--- config.mk ---
export PLATFORM = sky130hd
export DESIGN_NAME = data_memory
export DESIGN_NICKNAME = d
export VERILOG_FILES = /design/src/hdl/data_memory.sv
export VERILOG_INCLUDE_DIRS = /design/src /design/src/hdl
export SDC_FILE = /design/constraint.sdc
export NUM_CORES = 2
export LEC_CHECK = 0
export BUFFER_PORTS_ARGS = -buffer_cell sky130_fd_sc_hd__buf_2
export CORE_MARGIN = 4
export CORE_UTILIZATION = 23
export DETAILED_ROUTE_END_ITERATION = 8
export SLEW_MARGIN = 10
export SYNTH_ARGS = -nofsm -noshare
export SYNTH_HDL_FRONTEND = slang
export SYNTH_SLANG_ARGS = --single-unit
--- constraint.sdc ---
create_clock -name clk -period 3.1 [get_ports clk]
set_input_delay 0.155 -clock clk [delete_from_list [all_inputs] [get_ports clk]]
set_output_delay 0.155 -clock clk [all_outputs]
set_load 0.02 [all_outputs]
--- src/hdl/cpu_settings.svh ---
// ~~~~~~~~~~~~~~~~~~~~~~~~~~~~~~~~~~~~~~~~~~~~~~~~
// build-time settings for the rv32i pipeline
// memory depths, reset pc, ecall halt code
// ~~~~~~~~~~~~~~~~~~~~~~~~~~~~~~~~~~~~~~~~~~~~~~~~

`ifndef CPU_SETTINGS_SVH
`define CPU_SETTINGS_SVH

// instruction memory depth in 32-bit words
`define CPU_IMEM_WORDS 64
// data memory depth in 32-bit words
`define CPU_DMEM_WORDS 64

`define CPU_RESET_PC 32'h0000_0000 // first fetch address
`define CPU_HALT_CODE 32'd10       // x17 value that turns ecall into a halt

`endif

--- src/hdl/data_memory.sv ---
// ~~~~~~~~~~~~~~~~~~~~~~~~~~~~~~~~~~~~~~~~~~~~~~~~
// word-addressed data ram
// sync write, combinational read
// ~~~~~~~~~~~~~~~~~~~~~~~~~~~~~~~~~~~~~~~~~~~~~~~~

`timescale 1ns/100ps
`include "cpu_settings.svh"

module data_memory (
  input  logic        clk,
  input  logic        reset,
  input  logic [31:0] addr,
  input  logic [31:0] din,
  input  logic        mem_read,
  input  logic        mem_write,
  output logic [31:0] dout
);

  localparam int aw = $clog2(`CPU_DMEM_WORDS);

  logic [31:0]   mem [0:`CPU_DMEM_WORDS-1];
  logic [aw-1:0] idx;

  assign idx = addr[aw+1:2]; // byte offset ignored, words only

  always_ff @(posedge clk) begin
    if (reset) begin
      for (int i = 0; i < `CPU_DMEM_WORDS; i++) mem[i] <= 32'd0;
    end else if (mem_write) begin
      mem[idx] <= din;
    end
  end

  assign dout = mem_read ? mem[idx] : 32'd0;

endmodule

# == Yosys cells after proc, flatten, opt, wreduce, memory -nomap -nowiden ==
# Memory sizes are Yosys's and may differ from the RTL's.
# Cells that the tools add are included.
# totals
out_inout_bits,32
ramBits,2048
inputBits,68
ff_bits,0
n_memories,1
# op_classes
mux,9
reduce_logical,1
# memory_table
name,depth,width,rd,rd_clocked_by_memory_dff,wr,line_no,rtl
mem,64,32,1,0,64,data_memory.sv:21,logic [31:0] mem [0:`CPU_DMEM_WORDS-1];
# ops
cell,count
32-bit two-way mux,2
32-bit OR reduction,1
1-bit two-way mux,6
6-bit two-way mux,1

# == Logic depth before layout (Yosys ltp) ==
# logic_depth
word_depth,5
depth_mapped,11

# == Least setup slack after synthesis ==
# Ideal clock, no wire load.
# synth_timing
kind,input to register
from,input port addr[2]
to,memory mem[12][0] (enable)
arrival_time_ps,1877
cell_stages,8
slack_ps,849
required_ps,2725
path_cell_list,buf_4 buf_6 buf_4 nor3b_1 buf_2 nand2_1 nor2_1 or2_2
# synth_lines
item,line_no,rtl
"start, declared",data_memory.sv:12,"input logic [31:0] addr,"
"end, declared",data_memory.sv:21,

# == Final worst setup path ==
# layout_timing
from,memory mem[34][7]
to,output port dout[7]
# layout_via
elab_chain_len,2
# layout_lines
item,line_no,rtl
memory read 64 x 32 bit,n/a,
32-bit two-way mux,data_memory.sv:34,assign dout = mem_read ? mem[idx] : 32'd0;
"end, declared",data_memory.sv:16,output logic [31:0] dout
# No other way between the ends.

==> summary.txt <==
Placement
  • Dpl hpwl: 207,800 um
  • Inst Count DP: 12,530
  • Routability congestion estimate: 0.9037
  • DP Area: 0.1058 mm2
  • Port-buffer cells: 73
  • Dpl ws: -0.6347 ns

Cells and area
  • Layout Area Growth over Synthesis: 20.54%
  • Nets: 7,361
  • Biggest registers after layout: mem x2048
  • Post-route design area: 0.1140 mm2
  • Layout cells sized above 1: 21.42%
  • Commonest non-fill, non-tap cell in the layout: and2_1
  • Commonest cells after routing, fill and taps aside: and2_1 (2,049), edfxtp_1 (2,048), buf_4 (455), a21oi_1 (257), a22oi_1 (254)
  • Largest register FFs: 2,048
  • Biggest register: mem
  • Final Non-Filler Cells: 12,930
  • Util after Layout: 27.83%

Route
  • Routed vias: 61,830
  • Total DRC errors in the routed layout: 0
  • Post-route antenna net violation count: 0
  • DRT Pass-1 Iters: 6
  • Vias per cell: 4.781
  • Final wirelength: 319,100 um
  • Wire length per cell: 24.68 um
  • Initial DRC count: 7,525

Clock tree
  • CTS max path bufs: 3
  • TritonCTS clock tree: done
  • Clock sinks: 2,048
  • CTS H-Tree Depth: 4
  • Worst-path clk slew: 0.06 ns
  • Clock Tree Root: clkbuf_16
  • Total CTS buffers: 210

Power and ir drop
  • VDD IR-drop max: 0.5698 mV
  • Leakage: 38.24 nW
  • Pwr/cell area: 550.5 mW/mm2
  • Total design power: 62.75 mW

Setup path
  • Delay-heaviest family, CP: compound AO/OA/AOI/OAI gates
  • CP Class: flip-flop to output port
  • Crit start category: flip-flop
  • Crit path required time: 2.94 ns
  • Worst path cell trace: or3b_2, a21oi_2, a2111oi_4, buf_4, nand4b_1, o41a_1, buf_6
  • Critical Path Sink Type: output port
  • CP Data Arrival Time: 3.38 ns
  • Slowest cell on the critical path: o41a_1
  • CP max FO: 1
  • CP peak stage delay: 0.67 ns
  • Worst path buffer plus inverter count: 2

Floorplan
  • Die ar.: 0.4215 mm2
  • Die Ht: 649.2 um
  • Rows: 235
  • Die width: 649.2 um
  • Starting Density: 23.09%
  • Core area: 0.4096 mm2
  • # IOs: 100

Synthesis
  • Synthesized flop and latch total: 2,048
  • Yosys warnings: 0
  • Sequential share of the synthesized area: 65.03%
  • Ys async rst share: 0%
  • Synth Instances: 7,147
  • Distinct cells, synth: 61
  • Synth Flop Type: edfxtp_1
  • Synthesized area: 0.09457 mm2
  • Avg Cell Area, Syn: 13.23 um2
  • Number of enable flip-flop cells after synthesis: 2,048
  • Syn Nets: 7,215

GRT
  • Vias in the first global route: 62,190
  • Tot GR Track Use: 14.66%
  • First-pass GRT wire length: 456,800 um
  • Largest net degree at the start of global routing: 107
  • Total gr overflow: 0
  • Antenna violations before repair: 27

Timing
  • RSZ-0062 raised after global routing: yes
  • Endpoints failing setup: 26
  • Max Freq: 283.0 MHz
  • Crit share post-route: 114.0%
  • Slew HR: 24.64%
  • Final Hold Fails: 0
  • Final worst slack: -0.4338 ns
  • Final Critical Period: 3.534 ns
  • Final Slew Violations: 0
  • Worst slew pin tran: 1.130 ns
  • TNS Setup: -4.902 ns
  • Hold Slack: 0.06540 ns

Run status
  • Failing checks: negative setup slack
  • Status: complete, but fails checks

Hold path
  • Worst hold path class: input pin to flip-flop

Run
  • Maxcap violations: 0
cell families after synthesis:
group | share of synthesized area, %
AND/OR/NAND/NOR | 18.77
buffers and inverters | 3.498
multiplexers | 3.848
AO/OA/AOI/OAI | 8.853
flip-flops | 65.03
per-layer routing:
layer | GRT usage (%) | vias up | wire length [um]
met3 | 2.651 | 528 | 27330
met4 | 8.176 | 4 | 19040
met5 | 0 | - | 21
met2 | 23.78 | 2945 | 150100
li1 | - | 26580 | -
met1 | 18.43 | 31770 | 122600
power by group:
part / switching (mW) / leakage, nW / internal (mW)
sequential: 0.395 / 19.5 / 31.8
combinational: 3.73 / 15.6 / 1.98
clock: 11.0 / 3.19 / 13.8
total: 15.1 / 38.2 / 47.7
synth_stat cells, drive strengths merged, types with 67 or more instances:
library cell	instances	share of area [%]
a22oi	268	2.1
nand2	103	0.41
mux2i	83	0.88
o21ai	75	0.40
clkbuf	553	2.2
buf	240	1.3
a221oi	174	1.6
or3b	121	1.1
edfxtp	2048	65
a22o	67	0.62
mux2	121	1.4
nand3	138	0.73
and2	2052	14
a21oi	301	1.6
nand3b	163	1.3
o22ai	90	0.60
nor2	101	0.40
cell type report:
class	count	area, um2
antenna	23	57.56
clock inverter	109	1064
fill	41360	295600
clock buffer	269	5562
sequential	2048	61500
multi-input combinational	4300	31270
tap	5451	6820
inverter	6	26.28
timing repair buffer	727	7696
repair_timing:
action	4_1_cts	5_1_grt
pin swaps	94	62
setup buffers	2	1
endpoints found under the setup margin	32	31
gates resized for setup	228	78
hold endpoints to repair	340	0
hold buffers	16	0
final timing paths:
check                                     from                  endpoint  cells past startpoint  slack [ns]
worst max-delay path  mem[34][7]$_SDFFCE_PN0P_                   dout[7]                      7       -0.43
worst min-delay path                    din[8]  mem[58][8]$_SDFFCE_PN0P_                      2        0.07
No activity file was read; power rests on OpenSTA's default activity.
