==> src/hdl/cpu_settings.svh <==
// ~~~~~~~~~~~~~~~~~~~~~~~~~~~~~~~~~~~~~~~~~~~~~~~~
// build-time settings for the rv32i pipeline
// memory depths, reset pc, ecall halt code
// ~~~~~~~~~~~~~~~~~~~~~~~~~~~~~~~~~~~~~~~~~~~~~~~~

`ifndef CPU_SETTINGS_SVH
`define CPU_SETTINGS_SVH

// instruction memory depth in 32-bit words
`define CPU_IMEM_WORDS 64
// data memory depth in 32-bit words
`define CPU_DMEM_WORDS 64

`define CPU_RESET_PC 32'h0000_0000 // first fetch address
`define CPU_HALT_CODE 32'd10       // x17 value that turns ecall into a halt

`endif

==> src/hdl/cpu_pkg.sv <==
// ~~~~~~~~~~~~~~~~~~~~~~~~~~~~~~~~~~~~~~~~~~~~~~~~
// shared types for the rv32i pipeline
// opcodes, alu class, funct3 codes
// instruction formats and their packed union
// ~~~~~~~~~~~~~~~~~~~~~~~~~~~~~~~~~~~~~~~~~~~~~~~~

package cpu_pkg;

  // major opcodes handled by the core
  typedef enum logic [6:0] {
    op_reg    = 7'b0110011, // r-type alu
    op_imm    = 7'b0010011, // i-type alu
    op_load   = 7'b0000011, // lw
    op_store  = 7'b0100011, // sw
    op_system = 7'b1110011  // ecall
  } opcode_e;

  // what the alu should look at
  typedef enum logic [1:0] {
    cls_addr = 2'b00, // plain add for load/store address
    cls_reg  = 2'b01, // funct7 + funct3 of r-type
    cls_imm  = 2'b10  // funct3 of i-type, funct7 only for sra
  } alu_class_e;

  // funct3 codes
  localparam logic [2:0] f3_add = 3'b000; // add / sub
  localparam logic [2:0] f3_sll = 3'b001;
  localparam logic [2:0] f3_slt = 3'b010;
  localparam logic [2:0] f3_xor = 3'b100;
  localparam logic [2:0] f3_srl = 3'b101; // srl / sra
  localparam logic [2:0] f3_or  = 3'b110;
  localparam logic [2:0] f3_and = 3'b111;

  typedef struct packed {
    logic [6:0] funct7;
    logic [4:0] rs2;
    logic [4:0] rs1;
    logic [2:0] funct3;
    logic [4:0] rd;
    opcode_e    opcode;
  } r_fmt_s;

  typedef struct packed {
    logic [11:0] imm;
    logic [4:0]  rs1;
    logic [2:0]  funct3;
    logic [4:0]  rd;
    opcode_e     opcode;
  } i_fmt_s;

  typedef struct packed {
    logic [6:0] imm_hi; // imm[11:5]
    logic [4:0] rs2;
    logic [4:0] rs1;
    logic [2:0] funct3;
    logic [4:0] imm_lo; // imm[4:0]
    opcode_e    opcode;
  } s_fmt_s;

  // one fetched word, three ways to read it
  typedef union packed {
    r_fmt_s r;
    i_fmt_s i;
    s_fmt_s s;
  } instr_u;

endpackage

==> src/hdl/imm_gen.sv <==
// ~~~~~~~~~~~~~~~~~~~~~~~~~~~~~~~~~~~~~~~~~~~~~~~~
// immediate generator
// sign-extended i-type and s-type immediates
// ~~~~~~~~~~~~~~~~~~~~~~~~~~~~~~~~~~~~~~~~~~~~~~~~

`timescale 1ns/100ps

module imm_gen (
  input  cpu_pkg::instr_u instr,
  output logic [31:0]     imm
);

  always_comb begin
    case (instr.i.opcode)
      cpu_pkg::op_imm: begin
        if (instr.i.funct3 == cpu_pkg::f3_sll || instr.i.funct3 == cpu_pkg::f3_srl)
          imm = {27'd0, instr.i.imm[4:0]}; // shamt only, funct7 bits dropped
        else
          imm = {{20{instr.i.imm[11]}}, instr.i.imm};
      end
      cpu_pkg::op_load:  imm = {{20{instr.i.imm[11]}}, instr.i.imm};
      cpu_pkg::op_store: imm = {{20{instr.s.imm_hi[6]}}, instr.s.imm_hi, instr.s.imm_lo};
      default:           imm = 32'd0; // r-type and system have none
    endcase
  end

endmodule

==> config.mk <==
export PLATFORM = sky130hd
export DESIGN_NAME = imm_gen
export DESIGN_NICKNAME = d
export VERILOG_FILES = /design/src/hdl/cpu_settings.svh /design/src/hdl/cpu_pkg.sv /design/src/hdl/imm_gen.sv
export SDC_FILE = /design/constraint.sdc
export NUM_CORES = 1
export LEC_CHECK = 0
export BUFFER_PORTS_ARGS = -buffer_cell sky130_fd_sc_hd__buf_4
export CAP_MARGIN = 5
export CORE_AREA = 2 2 39 41
export DETAILED_ROUTE_END_ITERATION = 16
export DIE_AREA = 0 0 41 43
export PLACE_DENSITY_LB_ADDON = 0.12
export SYNTH_ARGS = -nofsm -noshare
export SYNTH_HDL_FRONTEND = slang
export SYNTH_SLANG_ARGS = --single-unit
==> constraint.sdc <==
create_clock -name vclk -period 2.21
set_input_delay 0.1105 -clock vclk [all_inputs]
set_output_delay 0.1105 -clock vclk [all_outputs]
set_load 0.02 [all_outputs]
**After elaboration in Yosys (flattened, before gate mapping)**

Cells that the tools add are included.

- Register bits: 0
- Input port bits: 32
- Output and inout bits: 32
- Logic and storage cells: 8

- Equal/unequal tests: 5
- Multiplexer cells: 2
- Reductions and logical operators: 1

Operators by type and width:

| kind | count |
|---|---|
| case mux 32 bit (3 select lines) | 1 |
| two-way mux 32 bit | 1 |
| equality test 7 x 2 -> 1 bit, second input constant | 1 |
| equality test 7 x 5 -> 1 bit, second input constant | 1 |
| equality test 7 x 6 -> 1 bit, second input constant | 1 |
| equality test 3 x 1 -> 1 bit, second input constant | 1 |
| equality test 3 bit, second input constant | 1 |
| logical OR 1 bit | 1 |

**Depth between registers and ports, before layout**

- Depth after elaboration: 4
- Depth in mapped cells: 5
- Mapped depth without buffers: 3

**Least setup slack after synthesis**

OpenSTA, ideal clock, no wires.

- Path kind: input to output
- Start point: input port instr[6] (netlist bit)
- End point: output port imm[12]
- Arrival: 1.976 ns
- Required time: 2.099 ns
- Path slack: 0.123 ns
- Stages: 4
- Buffers on the path: 2
- Cell sequence: or4_4 -> buf_6 -> nor3b_2 -> buf_4

- Longest elaborated chain between the ends: 2
- Elaborated cells on any way between the ends: 4
- Classes of those cells: eq/ne (3); mux (1)

RTL lines:

| element | RTL line | text |
|---|---|---|
| from (decl) | imm_gen.sv:9 | `input cpu_pkg::instr_u instr,` |
| equality test 7 x 6 -> 1 bit, or another cell as far along | imm_gen.sv:14 | `case (instr.i.opcode)` |
| case mux 32 bit (3 select lines) (*) | imm_gen.sv:14 |  |
| to (decl) | imm_gen.sv:10 | `output logic [31:0] imm` |

Mark *: on every way between the ends. The rest lies on a longest branch, timed or not.

**Worst setup path in the final report**

- Start point: input port instr[6] (netlist bit)
- End point: output port imm[17]

The elaborated chain is that of the path after synthesis.

==> run metrics <==
Setup CP Type=primary input to primary output; Pleak=0.352 nW; Gate Count Post-Synth=48; Worst setup EP type=primary output; Hold Crit Depth=4; outcome=completed; Ys Warns=0; seq_cells=0; initial antenna violation count=0; final wirelength=972 um; Seq/Total Area, Yosys=0%; max cap viols=0; Worst-Margin Slew=334 ps; DIE AREA=1760 um2; RSZ-0062 raised after global routing=false; Post-Syn Area=349 um2; number of I/O pins=64; first-pass GRT wire length=1390 um; CP Launch Type=primary input; post_cts resized=0; Internal Power=0.0000436 W; Initial Util=25.2%; Post-Syn Nets=80; top-count cell post-synth=buf_4; GRT Total Usage=10.5%; top post-synthesis cells by area=buf_4, nor3b_2, nor2b_1; final period utilization=70.4%; IO buf count=58; post-cts hold buffer count=0; row cnt=14; switching portion of total power=35.3%; Final Max Slew Viols=0; Synth area leader=buf_4; Setup Buffers After CTS=0; area grow syn2layout=86.4%; CLK BUF=0; Clock power frac=0%; CP max FO=21; FILL cells=142; Synth top area share=43.0%; fmax=643 MHz; worst hold path class=primary input to primary output; vias in the first global route=351; Avg WL per Cell=9.53 um; Mapped Avg Cell Area=7.27 um2; gp weighted congestion=0.622; Sw Pwr=0.0000238 W; Pre-antenna DRT Iters=3; pin count of the biggest net entering global routing=22; core area=1380 um2; VDD IR max=0.0000517 V; post-layout minimum cycle time=1550 ps; antenna diode count=0; Post-DP HPWL=839 um; Power Dens Cells=104 nW/um2; worst path required time=2100 ps; vias=431; height of the chip=43 um; Final WS setup=655 ps; Worst Path Arrival=1440 ps; number of remaining DRC errors=0; Setup-failing EPs final=0; Post-Place Worst Slack=636 ps; DR iter-0 viols=3; hold endpoint=imm[1]; DRT antenna net count=0; die width=41 um; synth cell count leaders=buf_4, nor2b_1, a21oi_1, nor2_1, nor3b_2; Power, Total=0.0000674 W; setup TNS=0 ps; max_slew headroom=77.7%; fin nets=120; Seq pwr share=0%; layout cells sized above 1=75.6%; area of the multi-input gates=188 um2; Reg area=0 um2; hold_sp=instr[8]; library cells used by synthesis=10; Comb pwr share=100.0%; global route total overflow=0; final hold violation count=0; Via density=4.23
-- placed cells by master, fill, tap and decap left out --
master,n
a21oi_1,5
buf_4,59
nand2_1,1
or4_4,1
o21a_1,1
nor2b_1,7
nor2_1,5
nor3b_1,2
nor3b_2,5
-- routing by layer --
metal	vias up	track usage [%]	wire (um)
met1	184	11.1	311
met5	-	0	0
met2	32	21.3	520
met3	0	1.05	140
met4	0	0	0
li1	215	-	-
-- layout make-up --
type	instances	area share (%)
timing repair buffer	59	68.1
multi-input combinational	27	28.8
tap	16	3.08
-- worst max-delay path, stage by stage --
cell and delay [ps]:
buf_4 110, or4_4 630, nor3b_2 180, buf_4 240
buf_4 180
-- cell families after synthesis --
logic type / count (synthesis) / share of synthesized area [%]
simple gates: 21 / 44.4
buf+inv: 21 / 46.2
compound gates: 6 / 9.32
-- power by group through the flow --
stage	registers [W]	logic, W	clock network (W)
after floorplan	0	0.0000285	0
after global placement	0	0.0000672	0
after detailed placement	0	0.0000683	0
after CTS	0	0.0000684	0
after global routing	0	0.0000741	0
final	0	0.0000674	0
-- how the worst max path moves through the flow --
stage / to / from / cells after the start / slack (ps)
after floorplan: imm[12] / instr[6] / 4 / 120
after global placement: imm[30] / instr[6] / 5 / 660
after detailed placement: imm[17] / instr[6] / 5 / 640
after CTS: imm[17] / instr[6] / 5 / 630
after global routing: imm[26] / instr[6] / 5 / 570
final: imm[17] / instr[6] / 5 / 660
-- through the flow --
stage                     hold slack (ps)  instances  utilization, %  instance area [um2]
after floorplan                       395         48               -                  349
after global placement                558        102            47.0                  651
after detailed placement              564        102            47.0                  651
after CTS                             565        102            47.0                  651
after global routing                  594        102            47.0                  651
final                                 564        102            47.0                  651
No activity file was read; power rests on OpenSTA's default activity.
