===== config.mk =====
export PLATFORM = sky130hd
export DESIGN_NAME = alu
export DESIGN_NICKNAME = d
export VERILOG_FILES = /design/src/hdl/cpu_settings.svh /design/src/hdl/cpu_pkg.sv /design/src/hdl/alu.sv
export SDC_FILE = /design/constraint.sdc
export NUM_CORES = 1
export LEC_CHECK = 0
export ABC_AREA = 1
export BUFFER_PORTS_ARGS = -buffer_cell sky130_fd_sc_hd__buf_4
export CORE_ASPECT_RATIO = 1.75
export CORE_MARGIN = 2
export CORE_UTILIZATION = 49
export DETAILED_ROUTE_END_ITERATION = 6
export GPL_TIMING_DRIVEN = 0
export PLACE_DENSITY = 0.78
export SYNTH_ARGS = -nofsm -noshare
export SYNTH_HDL_FRONTEND = slang
export SYNTH_SLANG_ARGS = --single-unit
export TNS_END_PERCENT = 1

===== constraint.sdc =====
create_clock -name vclk -period 4.55
set_input_delay 0.6825 -clock vclk [all_inputs]
set_output_delay 0.6825 -clock vclk [all_outputs]
set_load 0.05 [all_outputs]

===== src/hdl/cpu_settings.svh =====
// ~~~~~~~~~~~~~~~~~~~~~~~~~~~~~~~~~~~~~~~~~~~~~~~~
// build-time settings for the rv32i pipeline
// memory depths, reset pc, ecall halt code
// ~~~~~~~~~~~~~~~~~~~~~~~~~~~~~~~~~~~~~~~~~~~~~~~~

`ifndef CPU_SETTINGS_SVH
`define CPU_SETTINGS_SVH

// instruction memory depth in 32-bit words
`define CPU_IMEM_WORDS 64
// data memory depth in 32-bit words
`define CPU_DMEM_WORDS 64

`define CPU_RESET_PC 32'h0000_0000 // first fetch address
`define CPU_HALT_CODE 32'd10       // x17 value that turns ecall into a halt

`endif


===== src/hdl/cpu_pkg.sv =====
// ~~~~~~~~~~~~~~~~~~~~~~~~~~~~~~~~~~~~~~~~~~~~~~~~
// shared types for the rv32i pipeline
// opcodes, alu class, funct3 codes
// instruction formats and their packed union
// ~~~~~~~~~~~~~~~~~~~~~~~~~~~~~~~~~~~~~~~~~~~~~~~~

package cpu_pkg;

  // major opcodes handled by the core
  typedef enum logic [6:0] {
    op_reg    = 7'b0110011, // r-type alu
    op_imm    = 7'b0010011, // i-type alu
    op_load   = 7'b0000011, // lw
    op_store  = 7'b0100011, // sw
    op_system = 7'b1110011  // ecall
  } opcode_e;

  // what the alu should look at
  typedef enum logic [1:0] {
    cls_addr = 2'b00, // plain add for load/store address
    cls_reg  = 2'b01, // funct7 + funct3 of r-type
    cls_imm  = 2'b10  // funct3 of i-type, funct7 only for sra
  } alu_class_e;

  // funct3 codes
  localparam logic [2:0] f3_add = 3'b000; // add / sub
  localparam logic [2:0] f3_sll = 3'b001;
  localparam logic [2:0] f3_slt = 3'b010;
  localparam logic [2:0] f3_xor = 3'b100;
  localparam logic [2:0] f3_srl = 3'b101; // srl / sra
  localparam logic [2:0] f3_or  = 3'b110;
  localparam logic [2:0] f3_and = 3'b111;

  typedef struct packed {
    logic [6:0] funct7;
    logic [4:0] rs2;
    logic [4:0] rs1;
    logic [2:0] funct3;
    logic [4:0] rd;
    opcode_e    opcode;
  } r_fmt_s;

  typedef struct packed {
    logic [11:0] imm;
    logic [4:0]  rs1;
    logic [2:0]  funct3;
    logic [4:0]  rd;
    opcode_e     opcode;
  } i_fmt_s;

  typedef struct packed {
    logic [6:0] imm_hi; // imm[11:5]
    logic [4:0] rs2;
    logic [4:0] rs1;
    logic [2:0] funct3;
    logic [4:0] imm_lo; // imm[4:0]
    opcode_e    opcode;
  } s_fmt_s;

  // one fetched word, three ways to read it
  typedef union packed {
    r_fmt_s r;
    i_fmt_s i;
    s_fmt_s s;
  } instr_u;

endpackage


===== src/hdl/alu.sv =====
// ~~~~~~~~~~~~~~~~~~~~~~~~~~~~~~~~~~~~~~~~~~~~~~~~
// alu with built-in funct decode
// add sub and or xor slt sll srl sra
// ~~~~~~~~~~~~~~~~~~~~~~~~~~~~~~~~~~~~~~~~~~~~~~~~

`timescale 1ns/100ps

module alu (
  input  cpu_pkg::alu_class_e alu_class,
  input  logic [3:0]          functs, // {funct7[5], funct3}
  input  logic [31:0]         a,
  input  logic [31:0]         b,
  output logic [31:0]         result
);

  logic [4:0] shamt;
  logic       alt;   // funct7 bit 5

  assign shamt = b[4:0];
  assign alt   = functs[3];

  always_comb begin
    if (alu_class == cpu_pkg::cls_reg || alu_class == cpu_pkg::cls_imm) begin
      case (functs[2:0])
        cpu_pkg::f3_add: begin
          // sub exists only as r-type, addi ignores the bit
          if (alu_class == cpu_pkg::cls_reg && alt) result = a - b;
          else result = a + b;
        end
        cpu_pkg::f3_sll: result = a << shamt;
        cpu_pkg::f3_slt: result = ($signed(a) < $signed(b)) ? 32'd1 : 32'd0;
        cpu_pkg::f3_xor: result = a ^ b;
        cpu_pkg::f3_srl: begin
          if (alt) result = $signed(a) >>> shamt; // sra, both classes
          else result = a >> shamt;
        end
        cpu_pkg::f3_or:  result = a | b;
        cpu_pkg::f3_and: result = a & b;
        default:         result = 32'd0; // sltu not supported
      endcase
    end else begin
      result = a + b; // address calc for lw / sw
    end
  end

endmodule


# Word-level counts from Yosys, hierarchy flattened
# Cells that the tools add are included.
# totals
regBits	0
out_inout_bits	32
elab_cells	25
# classes
add_sub_neg	2
magnitude_cmp	1
eq_ne	8
n_shift	3
muxes	5
bitwise_logic	3
n_reduce_logical	3
# op_table
op	n
one-hot mux 32 bit (7 select lines)	1
2-to-1 mux 32 bit	3
adder 32 bit	1
bitwise AND 32 bit	1
less-than comparator 32 bit	1
OR 32 bit	1
left shift 32 x 5 -> 32 bit	1
>> shifter 32 x 5 -> 32 bit	1
>>> shifter 32 x 5 -> 32 bit	1
subtractor 32 bit	1
bitwise XOR 32 bit	1
equality test 3 bit, second input constant	4
equality test 3 x 1 -> 1 bit, second input constant	1
equality test 3 x 2 -> 1 bit, second input constant	1
logical NOT 3 bit	1
equality test 2 x 1 -> 1 bit, second input constant	1
equality test 2 bit, second input constant	1
logical AND 1 bit	1
logical OR 1 bit	1
2-to-1 mux 1 bit	1

# Depth between registers and ports, before layout
# depth
ltp_word	5
ltp_mapped	21

# Worst setup path before layout
# OpenSTA, ideal clock, no wires.
# synth_timing
path_kind	input port to output port
startpoint	in b[3]
endpoint	out result[6]
arrival_time_ns	3.456
required_ns	3.868
slack_ns	0.411
stages	12
path_buffers	4
path_cell_list	buf_2 inv_2 buf_2 buf_1 ha_1 buf_2 nand2_1 nand3_1 nand2_1 nand2_1 xor2_1 o21ai_0
# synth_between
elab_chain_cells	4
word_cells_on_any_way	9
# synth_rtl
element	line_no	source
start: declaration	alu.sv:12	input logic [31:0] b,
adder 32 bit, or another cell as far along	alu.sv:28, alu.sv:42	
2-to-1 mux 32 bit, on equally long branches	alu.sv:27, alu.sv:34	
one-hot mux 32 bit (7 select lines)	alu.sv:24	case (functs[2:0])
2-to-1 mux 32 bit (*)	alu.sv:23	if (alu_class == cpu_pkg::cls_reg || alu_class == cpu_pkg::cls_imm) begin
end: declaration	alu.sv:13	output logic [31:0] result
# Every way passes the cells marked *; elsewhere a longest branch is shown, timed or not.

# Worst setup path in the final report
# layout_timing
startpoint	in b[3]
endpoint	out result[0]
# layout_between
elab_chain_cells	4
word_cells_on_any_way	8
# layout_rtl
element	line_no	source
less-than comparator 32 bit, or another cell as far along	alu.sv:31	cpu_pkg::f3_slt: result = ($signed(a) < $signed(b)) ? 32'd1 : 32'd0;
2-to-1 mux 1 bit / 2-to-1 mux 32 bit (equally long branches)	alu.sv:31, alu.sv:34	
one-hot mux 32 bit (7 select lines) (*)	alu.sv:24	
2-to-1 mux 32 bit (*)	alu.sv:23	
# Marks and branches as above.

==> reports/qor.csv <==
metric,value,unit
status,finished with violations,
violations,DRC,
vdd_ir_drop_max,92.12,uV
finalHoldWorstSlack,2.006,ns
ys_seq_area_share,0,%
avgSynthCellArea,4.780,um2
wire_per_inst,24.41,um
sequential_cell_total,0,
track_usage,55.59,%
worst_pin_slew,0.9374,ns
fmaxAchievable,226.5,MHz
hp-class,primary input to output port,
die_w,114.1,um
start_kind,primary input,
setup_violations,0,
ioPinCount,102,
slowest_stage,ha_1,
portBuffers,102,
synthesis.instances,2174,
path_class,primary input to output port,
synth_area_leaders,"nand2_1 (30%), nand3_1 (14%), ha_1 (12%), inv_1 (11%), nor2_1 (5.8%)",
final-hold-violation-count,0,
cts_setup_buffers,0,
fp-row-count,70,
vias_per_cell,6.344,
grt_max_degree,21,
crit_chain,buf_4 -> buf_2 -> inv_4 -> buf_8 -> ha_1 -> buf_2 -> inv_1 -> nand2_1 -> nand3_1 -> nand3_1 -> nand2_1 -> nand2_1 -> nand2_1 -> nand2_1 -> nand3_1 -> nand3_1 -> nand2_1 -> nand2_1 -> nand2_1 -> buf_4,
ctsResizeCount,7,
cp.buffers_inverters,7,
fillCellCount,2375,
arrival,3.73,ns
critPathRequiredTime,3.87,ns
netlist_area,10390,um2
ant_nets,0,
worst_path_largest_cell_delay,0.27,ns
finalCritPeriodShare,97.03,%
antenna_found_initial,0,
slew_violations,0,
relSlewSlack,37.28,%
fin_crit,4.415,ns
finalNonFillerCells,2523,
yosys.area.top_type,nand2_1,
syn-num-nets,2344,
remaining_drc_errors,11,
start_util,49.85,%
drt_iter0_drc,2267,
die_y,196.6,um
yosys_warnings,0,
worstSetupEndpointType,output port,
cp_common_cell,nand2_1,
grt_pass1_vias,15420,
max-cap-violations,0,
grt-ovfl-total,0,
post-dp-hpwl,50.51,mm
cp_max_fo,20,
ff_latch_area,0,um2
pwr_density_cell,162.3,nW/um2
n_clock_buffer,0,
diodes,0,
finalNetCount,2443,
dp_cells,2528,
multi_input_area,8703,um2
netlist-cell-type-count,44,
gp_congestion,1.183,
synth_top_area_share,29.69,%
vias,16010,
grt_first_pass_wirelength,93.27,mm
core_area,20850,um2
die-area,22430,um2
power.leakage,6.877,nW
rsz0062_at_grt,no,
yosysMostFrequentCell,nand2_1,
firstDrtPassIters,7,
drive_above_1_share,7.926,%
path_delay_family,simple AND/OR/NAND/NOR gates,
area_delta_synth_final,10.84,%
synth_common_cells,"nand2_1 (822), inv_1 (317), nand3_1 (282), nor2_1 (161), a21oi_1 (111)",
cts_hold_buf,0,
wl,61.58,mm
cell type report:
type                       count  area share [%]
inverter                     326           10.71
buffer                        96           4.335
timing repair buffer         102           6.649
multi-input combinational   1747           75.57
tap                          252           2.738
cell families after synthesis:
logic type	Yosys count	synth area share, %
simple gates	1323	52.46
buf+inv	427	16.57
compound gates	298	16.50
mux	8	0.7707
xor+xnor	18	1.517
fa+ha+maj	100	12.19
where the power goes:
part           leakage [nW]  internal [mW]  switching [mW]
registers                 0              0               0
logic                  6.88          0.513            1.36
clock network             0              0               0
total                  6.88          0.513            1.36
final timing paths:
| path | from | end | slack (ns) | depth (start not counted) |
|---|---|---|---|---|
| worst min-delay path | functs[1] | result[0] | 2.01 | 5 |
| worst max-delay path | b[3] | result[0] | 0.14 | 20 |
per-stage QoR:
step / worst slack [ns] / utilization, % / cell area (um2) / setup TNS [ns] / total power, mW
after floorplan: 0.4112 / - / 10390 / 0 / 1.149
after global placement: -0.5258 / 55.04 / 11470 / -9.424 / 1.744
after detailed placement: -0.4809 / 55.04 / 11470 / -8.096 / 1.753
after CTS: 0.04388 / 55.09 / 11480 / 0 / 1.762
after global routing: 0.02104 / 55.25 / 11520 / 0 / 1.989
final: 0.1350 / 55.25 / 11520 / 0 / 1.869
placed cells by master (no fill, tap or decap), drive strengths merged, types with 7 or more instances in the layout:
| cell type | synthesis | layout |
|---|---|---|
| xor2 | 17 | 17 |
| nand2 | 823 | 823 |
| a221oi | 8 | 8 |
| o22ai | 22 | 22 |
| o21bai | 7 | 7 |
| or2 | 15 | 15 |
| o21ai | 94 | 94 |
| clkbuf | 31 | 30 |
| o21a | 14 | 14 |
| nor2 | 161 | 161 |
| a21oi | 112 | 112 |
| inv | 322 | 323 |
| nor3 | 16 | 16 |
| buf | 70 | 168 |
| ha | 98 | 98 |
| mux2i | 8 | 8 |
| nand3 | 282 | 282 |
| nand4 | 12 | 12 |
| o211ai | 25 | 25 |
layer usage:
metal  share of wire (%)  track usage [%]  wire length (um)
met4                  15            57.59              8934
met1                  30            56.05             18760
met2                  43            85.05             26720
met3                  12            19.80              7163
met5                   0                0                 0
Note: power is estimated with default switching activity, not from simulation.
