### src/hdl/cpu_settings.svh
// ~~~~~~~~~~~~~~~~~~~~~~~~~~~~~~~~~~~~~~~~~~~~~~~~
// build-time settings for the rv32i pipeline
// memory depths, reset pc, ecall halt code
// ~~~~~~~~~~~~~~~~~~~~~~~~~~~~~~~~~~~~~~~~~~~~~~~~

`ifndef CPU_SETTINGS_SVH
`define CPU_SETTINGS_SVH

// instruction memory depth in 32-bit words
`define CPU_IMEM_WORDS 64
// data memory depth in 32-bit words
`define CPU_DMEM_WORDS 64

`define CPU_RESET_PC 32'h0000_0000 // first fetch address
`define CPU_HALT_CODE 32'd10       // x17 value that turns ecall into a halt

`endif

### src/hdl/cpu_pkg.sv
// ~~~~~~~~~~~~~~~~~~~~~~~~~~~~~~~~~~~~~~~~~~~~~~~~
// shared types for the rv32i pipeline
// opcodes, alu class, funct3 codes
// instruction formats and their packed union
// ~~~~~~~~~~~~~~~~~~~~~~~~~~~~~~~~~~~~~~~~~~~~~~~~

package cpu_pkg;

  // major opcodes handled by the core
  typedef enum logic [6:0] {
    op_reg    = 7'b0110011, // r-type alu
    op_imm    = 7'b0010011, // i-type alu
    op_load   = 7'b0000011, // lw
    op_store  = 7'b0100011, // sw
    op_system = 7'b1110011  // ecall
  } opcode_e;

  // what the alu should look at
  typedef enum logic [1:0] {
    cls_addr = 2'b00, // plain add for load/store address
    cls_reg  = 2'b01, // funct7 + funct3 of r-type
    cls_imm  = 2'b10  // funct3 of i-type, funct7 only for sra
  } alu_class_e;

  // funct3 codes
  localparam logic [2:0] f3_add = 3'b000; // add / sub
  localparam logic [2:0] f3_sll = 3'b001;
  localparam logic [2:0] f3_slt = 3'b010;
  localparam logic [2:0] f3_xor = 3'b100;
  localparam logic [2:0] f3_srl = 3'b101; // srl / sra
  localparam logic [2:0] f3_or  = 3'b110;
  localparam logic [2:0] f3_and = 3'b111;

  typedef struct packed {
    logic [6:0] funct7;
    logic [4:0] rs2;
    logic [4:0] rs1;
    logic [2:0] funct3;
    logic [4:0] rd;
    opcode_e    opcode;
  } r_fmt_s;

  typedef struct packed {
    logic [11:0] imm;
    logic [4:0]  rs1;
    logic [2:0]  funct3;
    logic [4:0]  rd;
    opcode_e     opcode;
  } i_fmt_s;

  typedef struct packed {
    logic [6:0] imm_hi; // imm[11:5]
    logic [4:0] rs2;
    logic [4:0] rs1;
    logic [2:0] funct3;
    logic [4:0] imm_lo; // imm[4:0]
    opcode_e    opcode;
  } s_fmt_s;

  // one fetched word, three ways to read it
  typedef union packed {
    r_fmt_s r;
    i_fmt_s i;
    s_fmt_s s;
  } instr_u;

endpackage

### src/hdl/control_decoder.sv
// ~~~~~~~~~~~~~~~~~~~~~~~~~~~~~~~~~~~~~~~~~~~~~~~~
// control decoder
// opcode to stage control levels and alu class
// ~~~~~~~~~~~~~~~~~~~~~~~~~~~~~~~~~~~~~~~~~~~~~~~~

`timescale 1ns/100ps

module control_decoder (
  input  cpu_pkg::instr_u     instr,
  output logic                mem_read,
  output logic                mem_write,
  output logic                mem_to_reg,
  output logic                alu_src,
  output logic                reg_write,
  output logic                is_ecall,
  output cpu_pkg::alu_class_e alu_class
);

  always_comb begin
    // bubble unless the opcode says otherwise
    mem_read   = 1'b0;
    mem_write  = 1'b0;
    mem_to_reg = 1'b0;
    alu_src    = 1'b0;
    reg_write  = 1'b0;
    is_ecall   = 1'b0;
    alu_class  = cpu_pkg::cls_addr;
    case (instr.r.opcode)
      cpu_pkg::op_reg: begin
        reg_write = 1'b1;
        alu_class = cpu_pkg::cls_reg; // rs2 operand
      end
      cpu_pkg::op_imm: begin
        reg_write = 1'b1;
        alu_src   = 1'b1; // immediate operand
        alu_class = cpu_pkg::cls_imm;
      end
      cpu_pkg::op_load: begin
        mem_read   = 1'b1;
        mem_to_reg = 1'b1;
        reg_write  = 1'b1;
        alu_src    = 1'b1; // base + offset
      end
      cpu_pkg::op_store: begin
        mem_write = 1'b1;
        alu_src   = 1'b1;
      end
      cpu_pkg::op_system: begin
        // ecall only, ebreak and csr ops fall through as bubbles
        is_ecall = (instr.i.imm == 12'd0) && (instr.i.funct3 == 3'd0);
      end
      default: ;
    endcase
  end

endmodule

### config.mk
export PLATFORM = sky130hd
export DESIGN_NAME = control_decoder
export DESIGN_NICKNAME = d
export VERILOG_FILES = /design/src/hdl/cpu_settings.svh /design/src/hdl/cpu_pkg.sv /design/src/hdl/control_decoder.sv
export SDC_FILE = /design/constraint.sdc
export NUM_CORES = 1
export LEC_CHECK = 0
export BUFFER_PORTS_ARGS = -buffer_cell sky130_fd_sc_hd__buf_4
export CAP_MARGIN = 10
export CELL_PAD_IN_SITES_DETAIL_PLACEMENT = 1
export CELL_PAD_IN_SITES_GLOBAL_PLACEMENT = 2
export CORE_AREA = 2 2 39 41
export DETAILED_ROUTE_END_ITERATION = 10
export DIE_AREA = 0 0 41 43
export PLACE_DENSITY_LB_ADDON = 0.25
export RECOVER_POWER = 25
export REMOVE_ABC_BUFFERS = 1
export SLEW_MARGIN = 25
export SYNTH_ARGS = -nofsm -noshare
export SYNTH_HDL_FRONTEND = slang
export SYNTH_SLANG_ARGS = --single-unit
### constraint.sdc
create_clock -name vclk -period 2.6
set_clock_uncertainty 0.2 [all_clocks]
set_input_delay 0.52 -clock vclk [all_inputs]
set_output_delay 0.52 -clock vclk [all_outputs]
set_load 0.01 [all_outputs]
# Word-level counts from Yosys, hierarchy flattened
# Index checks and enable logic that the tools add are counted.
# W data, S select, Z words.
[word_totals]
register_bits = 0
latch_bits = 0
ramBits = 0
rom_bits = 0
input_bits = 32
out_inout_bits = 8
elab_cells = 16
memories = 0
[op_classes]
add_sub_neg = 0
mul = 0
n_div = 0
order_cmp = 0
n_eq_ne = 5
shifts = 0
n_mux = 6
bitwise = 0
reduce_logical = 5
[ops]
columns = ["op", "count"]
rows = [
  ["$eq A7 B6 Y1 const B", 2],
  ["$logic_not A12 Y1", 1],
  ["$eq A7 B2 Y1 const B", 1],
  ["$eq A7 B5 Y1 const B", 1],
  ["$eq A7 B7 Y1 const B", 1],
  ["$reduce_or A3 Y1", 2],
  ["$mux W1", 5],
  ["$pmux W2 S2", 1],
  ["$logic_not A3 Y1", 1],
  ["$logic_and A1 B1 Y1", 1],
]

# Longest topological paths before layout
# Gate-level depths: netlist of the first run.
[logic_depth]
word_depth = 3
mapped_depth = 5
mapped_depth_nobuf = 3

# Worst setup path before layout of the first run
# OpenSTA, ideal clock, no wires.
[synth_path]
kind = "input-to-output"
start = "input instr[30] (netlist bit)"
end = "output is_ecall"
arrival_time_ns = 1.780
required_ns = 1.880
path_slack_ns = 0.100
cell_stages = 3
n_path_buf = 0
cell_sequence = "or4_1 or4_1 nor4_2"
[synth_between]
elab_chain_cells = 3
[synth_rtl]
columns = ["element", "line", "text"]
rows = [
  ["from (decl)", "control_decoder.sv:9", "input cpu_pkg::instr_u instr,"],
  ["$logic_not A12 Y1", "control_decoder.sv:50", "is_ecall = (instr.i.imm == 12'd0) && (instr.i.funct3 == 3'd0);"],
  ["$logic_and A1 B1 Y1", "control_decoder.sv:50", ""],
  ["$mux W1", "control_decoder.sv:28", "case (instr.r.opcode)"],
  ["to (decl)", "control_decoder.sv:15", "output logic is_ecall,"],
]
# No other way between the ends.

# Final worst setup path of the first run
[layout_path]
start = "input instr[13] (netlist bit)"
end = "output is_ecall"
[layout_between]
elab_chain_cells = 3
[layout_rtl]
columns = ["element", "line"]
rows = [
  ["$logic_not A3 Y1", "control_decoder.sv:50"],
  ["$logic_and A1 B1 Y1", "control_decoder.sv:50"],
  ["$mux W1", "control_decoder.sv:28"],
]
# No other way between the ends.

==> results.sh, run 1 <==
export IMPL_fin_nets=81
export IMPL_fillers=174
export IMPL_critPathArrivalTime_ns=1.85
export IMPL_status="finished clean"
export IMPL_drive_gt1_share_pct=68.1
export IMPL_overflow=0
export IMPL_grt_pass1_wl_microns=966
export IMPL_period_share_pct=98.7
export IMPL_io_pins=40
export IMPL_vdd_drop_max_v=0.0000314
export IMPL_hold_viol=0
export IMPL_yosys_area_share_simple_pct=78.3
export IMPL_synth_distinct_cells=12
export IMPL_antenna_cells=0
export IMPL_yosys_top_cells_count="4 x or4_1, 3 x nand2_1, 2 x a21oi_1, 2 x nor3_1"
export IMPL_synth_xor_area_share_pct=0
export IMPL_post_place_ws_ns=-0.0917
export IMPL_crit_path_start_kind="primary input"
export IMPL_worstSetupPathType="in -> out"
export IMPL_vias_per_cell=4.38
export IMPL_synth_area_leaders="or4_1 26%, nor4_2 11%, nand2_1 9.8%"
export IMPL_yosysSeqAreaShare_pct=0
export IMPL_port_buffers=30
export IMPL_drt_iter0_markers=1
export IMPL_grt_start_max_net_pins=7
export IMPL_place_congestion=0.645
export IMPL_core_sq_um=1380
export IMPL_layout_min_cycle_time_ns=2.57
export IMPL_fmax_ghz=0.390
export IMPL_hp_start="instr[4]"
export IMPL_worstMarginPinSlew_ns=0.317
export IMPL_dp_cells=63
export IMPL_maxSlewHeadroom_pct=78.5
export IMPL_dr_pass1_iters=3
export IMPL_syn_avg_cell_area_sq_um=6.06
export IMPL_rsz0062_at_grt="false"
export IMPL_antenna_left=0
export IMPL_yosysTopAreaCell="or4_1"
export IMPL_power_leakage_nw=0.183
export IMPL_antenna_found_initial=0
export IMPL_maxSlewViolCount=0
export IMPL_routed_wl_microns=635
export IMPL_synthesis_instances=19
export IMPL_cp_required_ns=1.88
export IMPL_finish_utilization_pct=26.4
export IMPL_syn_area_sq_um=115
export IMPL_synth_most_common_cell="or4_1"
export IMPL_fin_ws_ns=0.0342
export IMPL_synthDominantCellAreaShare_pct=26.1
export IMPL_cap_violations=0
export IMPL_initial_core_util_pct=8.32
export IMPL_die_w_microns=41
export IMPL_grt_use_total_pct=7.29
export IMPL_row_count=14
export IMPL_synth_top_family_by_area="simple AND/OR/NAND/NOR gates"
export IMPL_crit_fanout=1
export IMPL_synth_compound_area_share_pct=8.70
export IMPL_power_per_cell_area_nw_per_um2=96.5
export IMPL_grt_pass1_vias=283
export IMPL_yosys_warnings=0
export IMPL_n_sequential_cell=0
export IMPL_min_to="mem_write"
export IMPL_die_h_microns=43
export IMPL_synth_fa_ha_area_share_pct=0
export IMPL_worstHoldPathType="in -> out"
export IMPL_final_instance_count_excl_fill=63
export IMPL_crit_path_end_kind="primary output"
export IMPL_seqCellArea_sq_um=0
export IMPL_area_delta_synth_final_pct=217
export IMPL_drc=0
export IMPL_dieArea_sq_um=1760
export IMPL_vias=276
export IMPL_hpwl_microns=604
export IMPL_setup_viol=0
export IMPL_hold_depth=3
export IMPL_nClkBuffers=0
export IMPL_synthMuxAreaShare_pct=0
export IMPL_wl_per_cell_microns=10.1
[final cells by class]
cell class,count,area (sq um),area share [%]
inverter,1,3.75,1.03
multi-input combinational,16,116,31.8
tap,16,20.0,5.48
timing repair buffer,30,225,61.6
[kinds of logic (layout without fill, tap and decap cells)]
group | after synthesis | in the layout
AO/OA/AOI/OAI | 2 | 2
buffers and inverters | 3 | 31
AND/OR/NAND/NOR | 14 | 14
[where the power goes]
group          switching [mW]  total [mW]  leakage [nW]  internal [mW]
clock                       0           0             0              0
combinational          0.0106      0.0353         0.183         0.0247
sequential                  0           0             0              0
total                  0.0106      0.0353         0.183         0.0247
[worst max path at each step]
stage                         start  endpoint  cells past startpoint
after floorplan           instr[30]  is_ecall                      3
after global placement    instr[30]  is_ecall                      5
after detailed placement  instr[30]  is_ecall                      5
after CTS                 instr[30]  is_ecall                      5
after global routing      instr[13]  is_ecall                      5
final                     instr[13]  is_ecall                      5
[metrics by stage]
step                      power, mW  hold WS, ns  TNS [ns]  instance area, sq um
after floorplan             0.00458        0.890         0                   104
after global placement       0.0325         1.12    -0.104                   349
after detailed placement     0.0337         1.13   -0.0917                   349
after CTS                    0.0338         1.13         0                   349
after global routing         0.0378         1.15         0                   365
final                        0.0353         1.13         0                   365
[placed cells by master (no fill, tap or decap), drive strengths merged]
master	n
nand2	3
nor4b	1
nor4	2
a21oi	2
clkbuf	1
nor2	1
nor3b	1
or4	4
buf	29
inv	1
nor3	2
[routing by layer]
metal  share of wire [%]  up-vias  track usage [%]
li1                    -      129                -
met1                  42      117             8.86
met2                  43       30             14.1
met3                  15        0                0
met4                   0        0                0
met5                   0        -                0
[what timing repair did]
action	4_1_cts	5_1_grt
pin swaps	1	0
endpoints found under the setup margin	1	1
resized for setup	0	4
setup buffers	0	0
gates cloned	0	0
hold buffers	0	0
[worst max-delay path, cell delays in order]
cell	delay, ns
buf_4	0.11
or4_4	0.49
or4_4	0.44
nor4_4	0.13
buf_4	0.15
Power figures use the tool's default switching activity.
==> run 2, diff against run 1 <==
- ABC_AREA: default -> 1
- CORE_AREA: 2 2 39 41 -> default
- CORE_MARGIN: default -> 2
- CORE_UTILIZATION: default -> 10
- DIE_AREA: 0 0 41 43 -> default
==> results.sh, run 2 <==
export IMPL_cp_required_ns=1.88
export IMPL_maxSlewHeadroom_pct=84.0
export IMPL_power_mw=0.0369
export IMPL_multi_input_area_sq_um=113
export IMPL_p_sw_mw=0.0120
export IMPL_grt_use_total_pct=6.96
export IMPL_cts_hold_buf=0
export IMPL_fillers=183
export IMPL_io_pins=40
export IMPL_grt_start_max_net_pins=5
export IMPL_worstHoldPathType="in -> out"
export IMPL_worstMarginPinSlew_ns=0.238
export IMPL_initial_core_util_pct=10.7
export IMPL_yosysTopAreaCell="nor2_1"
export IMPL_vias_per_cell=3.74
export IMPL_post_cts_resized=0
export IMPL_antenna_found_initial=0
export IMPL_antenna_cells=0
export IMPL_p_sw_share_pct=32.5
export IMPL_dieArea_sq_um=1730
export IMPL_seqCellArea_sq_um=0
export IMPL_fmax_ghz=0.510
export IMPL_synth_distinct_cells=8
export IMPL_p_seq_share_pct=0
export IMPL_nClkBuffers=0
export IMPL_port_buffers=30
export IMPL_power_per_cell_area_nw_per_um2=99.4
export IMPL_antenna_left=0
export IMPL_synthesis_instances=34
export IMPL_cap_violations=0
export IMPL_place_congestion=0.700
export IMPL_final_cell_mix="29 x buf_4, 14 x nor2_1, 8 x nand2_1"
export IMPL_grt_pass1_wl_mm=1.04
export IMPL_status="finished clean"
export IMPL_power_leakage_nw=0.214
export IMPL_routed_wl_microns=603
export IMPL_final_setup_tns_ns=0
export IMPL_vias=292
export IMPL_rsz0062_at_grt="false"
export IMPL_critPathArrivalTime_ns=1.24
export IMPL_n_sequential_cell=0
export IMPL_drt_iter0_markers=3
export IMPL_clock_power_share_pct=0
export IMPL_drive_gt1_share_pct=46.0
export IMPL_syn_avg_cell_area_sq_um=4.16
export IMPL_synth_area_leaders="nor2_1 35%, nand2_1 21%, inv_1 13%"
export IMPL_synthDominantCellAreaShare_pct=34.5
export IMPL_yosys_top_cells_count="13 x nor2_1, 8 x nand2_1, 5 x inv_1"
export IMPL_crit_fanout=3
export IMPL_wl_per_cell_microns=7.73
export IMPL_layout_min_cycle_time_ns=1.96
export IMPL_synth_most_common_cell="nor2_1"
export IMPL_final_common_cell="buf_4"
export IMPL_row_count=13
export IMPL_fin_hold_ws_ns=1.12
export IMPL_worstSetupPathType="in -> out"
export IMPL_yosysSeqAreaShare_pct=0
export IMPL_fin_nets=97
export IMPL_hpwl_microns=572
export IMPL_die_h_microns=41.6
export IMPL_hold_viol=0
export IMPL_drc=0
export IMPL_setup_viol=0
export IMPL_grt_pass1_vias=266
export IMPL_dr_pass1_iters=2
export IMPL_overflow=0
export IMPL_period_share_pct=75.4
export IMPL_syn_area_sq_um=141
export IMPL_crit_path_end_kind="primary output"
export IMPL_crit_path_start_kind="primary input"
export IMPL_die_w_microns=41.6
export IMPL_cts_setup_buffers=0
export IMPL_placed_area_sq_um=378
export IMPL_maxSlewViolCount=0
export IMPL_yosys_warnings=0
export IMPL_combPwrFrac_pct=100.0
export IMPL_vdd_drop_max_v=0.0000204
export IMPL_design_area_sq_um=372
export IMPL_area_delta_synth_final_pct=163
export IMPL_intPower_mw=0.0249
export IMPL_finish_utilization_pct=28.2
export IMPL_core_sq_um=1320
run 2: cell types whose count changed in the layout (fill, tap and decap cells not counted), sizes merged:
| cell | delta |
|---|---|
| a21oi | -1 |
| or4 | -4 |
| nor3b | -1 |
| nor2 | +13 |
| nor4b | -1 |
| nor4 | -2 |
| nand3 | +2 |
| nand2 | +5 |
| inv | +4 |
| nor3 | +1 |
run 2: area by class of cell:
type                       count  share of cell area (%)
multi-input combinational     28                    30.3
timing repair buffer          30                    59.6
tap                           15                    5.05
inverter                       5                    5.05
run 2: worst paths after layout:
check	start	cells past startpoint	slack [ns]	end
max	instr[3]	5	0.64	mem_read
min	instr[5]	3	1.12	reg_write
run 2: per-stage QoR:
stage	instances	setup WS (ns)
2_1_floorplan	33	0.719
3_3_place_gp	78	0.650
3_5_place_dp	78	0.640
4_1_cts	78	0.637
5_1_grt	78	0.478
6_report	78	0.639
run 2: logic make-up (layout without fill, tap and decap cells):
kind of cell | Yosys count | in the layout | share of synthesized area (%)
buf+inv | 6 | 35 | 18.6
compound gates | 1 | 1 | 3.54
simple gates | 27 | 27 | 77.9
run 2: critical path, cell delays in order:
cell	delay, ns
buf_4	0.11
nor2_1	0.13
nand2_1	0.11
nor3_1	0.21
buf_4	0.17
run 2: power groups by stage:
stage | Combinational (mW) | Clock (mW) | Sequential (mW)
CTS | 0.0381 | 0 | 0
floorplan | 0.00923 | 0 | 0
detailed placement | 0.0381 | 0 | 0
global route | 0.0417 | 0 | 0
finish | 0.0369 | 0 | 0
global placement | 0.0379 | 0 | 0
run 2: layer usage:
layer | routed length, microns | GRT usage [%]
met2 | 282 | 12.5
met3 | 85 | 1.74
met1 | 235 | 8.83
met4 | 0 | 0
met5 | 0 | 0
==> run 3, diff against run 2 <==
- clock period: 2.6 -> 1.6 ns (I/O delays scaled with it)
==> results.sh, run 3 (synthesis gave the netlist of run 2 again) <==
export IMPL_grt_pass1_wl_mm=1.04
export IMPL_hpwl_microns=572
export IMPL_port_buffers=30
export IMPL_place_congestion=0.700
export IMPL_wl_per_cell_microns=8.00
export IMPL_nClkBuffers=0
export IMPL_drc=0
export IMPL_worstSetupPathType="in -> out"
export IMPL_finish_utilization_pct=29.2
export IMPL_hold_viol=0
export IMPL_period_share_pct=95.1
export IMPL_antenna_cells=0
export IMPL_cap_violations=0
export IMPL_antenna_left=0
export IMPL_critPathArrivalTime_ns=1.00
export IMPL_area_delta_synth_final_pct=172
export IMPL_vdd_drop_max_v=0.0000371
export IMPL_n_sequential_cell=0
export IMPL_vias=296
export IMPL_grt_pass1_vias=266
export IMPL_multi_input_area_sq_um=125
export IMPL_fin_nets=97
export IMPL_fillers=180
export IMPL_dieArea_sq_um=1730
export IMPL_status="finished clean"
export IMPL_final_common_cell="buf_4"
export IMPL_routed_wl_microns=624
export IMPL_overflow=0
export IMPL_crit_path_start_kind="primary input"
export IMPL_row_count=13
export IMPL_initial_core_util_pct=10.7
export IMPL_worstHoldPathType="in -> out"
export IMPL_fin_hold_ws_ns=0.721
export IMPL_cts_setup_buffers=0
export IMPL_worstMarginPinSlew_ns=0.180
export IMPL_maxSlewHeadroom_pct=88.0
export IMPL_final_cell_mix="29 x buf_4, 13 x nor2_1, 8 x nand2_1"
export IMPL_die_h_microns=41.6
export IMPL_crit_fanout=3
export IMPL_vias_per_cell=3.79
export IMPL_power_leakage_nw=0.216
export IMPL_drt_iter0_markers=0
export IMPL_die_w_microns=41.6
export IMPL_grt_start_max_net_pins=5
export IMPL_post_place_ws_ns=0.0397
export IMPL_maxSlewViolCount=0
export IMPL_dr_pass1_iters=1
export IMPL_layout_min_cycle_time_ns=1.52
export IMPL_drive_gt1_share_pct=50.8
export IMPL_rsz0062_at_grt="true"
export IMPL_crit_path_end_kind="primary output"
export IMPL_fin_ws_ns=0.0779
export IMPL_power_per_cell_area_nw_per_um2=161
export IMPL_grt_use_total_pct=6.96
export IMPL_cp_required_ns=1.08
export IMPL_seqCellArea_sq_um=0
export IMPL_core_sq_um=1320
export IMPL_io_pins=40
export IMPL_antenna_found_initial=0
export IMPL_fmax_ghz=0.657
export IMPL_setup_viol=0
==> run 3: cell types whose count changed in the layout (fill, tap and decap cells not counted) <==
cell    previous run  this run
nor2_2             0         1
nor3_1             3         1
nor3_2             0         2
nor2_1            14        13
==> run 3: final cells by class <==
cell class | count | area share (%)
multi-input cells | 28 | 32.6
well taps | 15 | 4.89
inverters | 5 | 4.89
repair buffers | 30 | 57.7
==> run 3: layer usage <==
| layer | part of all wire, % | vias to the layer above | wire (microns) | global-route usage (%) |
|---|---|---|---|---|
| met4 | 0 | 0 | 0 | 0 |
| met1 | 38 | 120 | 234 | 8.83 |
| met3 | 14 | 0 | 85 | 1.74 |
| met2 | 49 | 16 | 305 | 12.5 |
| li1 | - | 160 | - | - |
| met5 | 0 | - | 0 | 0 |
==> run 3: report_power, final <==
group | switching, mW | internal, mW
sequential | 0 | 0
combinational | 0.0211 | 0.0409
clock | 0 | 0
==> run 3: final timing paths <==
kind | from | end | slack [ns] | cells past startpoint
setup / recovery | instr[3] | is_ecall | 0.08 | 7
hold / removal | instr[5] | reg_write | 0.72 | 3
==> run 3: critical path: stages <==
cell and delay (ns):
buf_4 0.11, nor2_2 0.10, nand2_1 0.11, nor2_1 0.10
nand2_1 0.06, nor2_1 0.08, buf_4 0.12
==> run 3: stage by stage <==
step | power (mW) | setup TNS, ns | instances | cell area, sq um
after floorplan | 0.0150 | 0 | 33 | 134
after CTS | 0.0619 | 0 | 78 | 378
after detailed placement | 0.0619 | 0 | 78 | 378
after global placement | 0.0616 | 0 | 78 | 378
final | 0.0620 | 0 | 78 | 384
after global routing | 0.0696 | -0.0250 | 78 | 384
==> run 3: repair_timing <==
action                                  4_1_cts  5_1_grt
endpoints found under the setup margin        0        4
hold buffers                                  0        0
resized for setup                             0        2
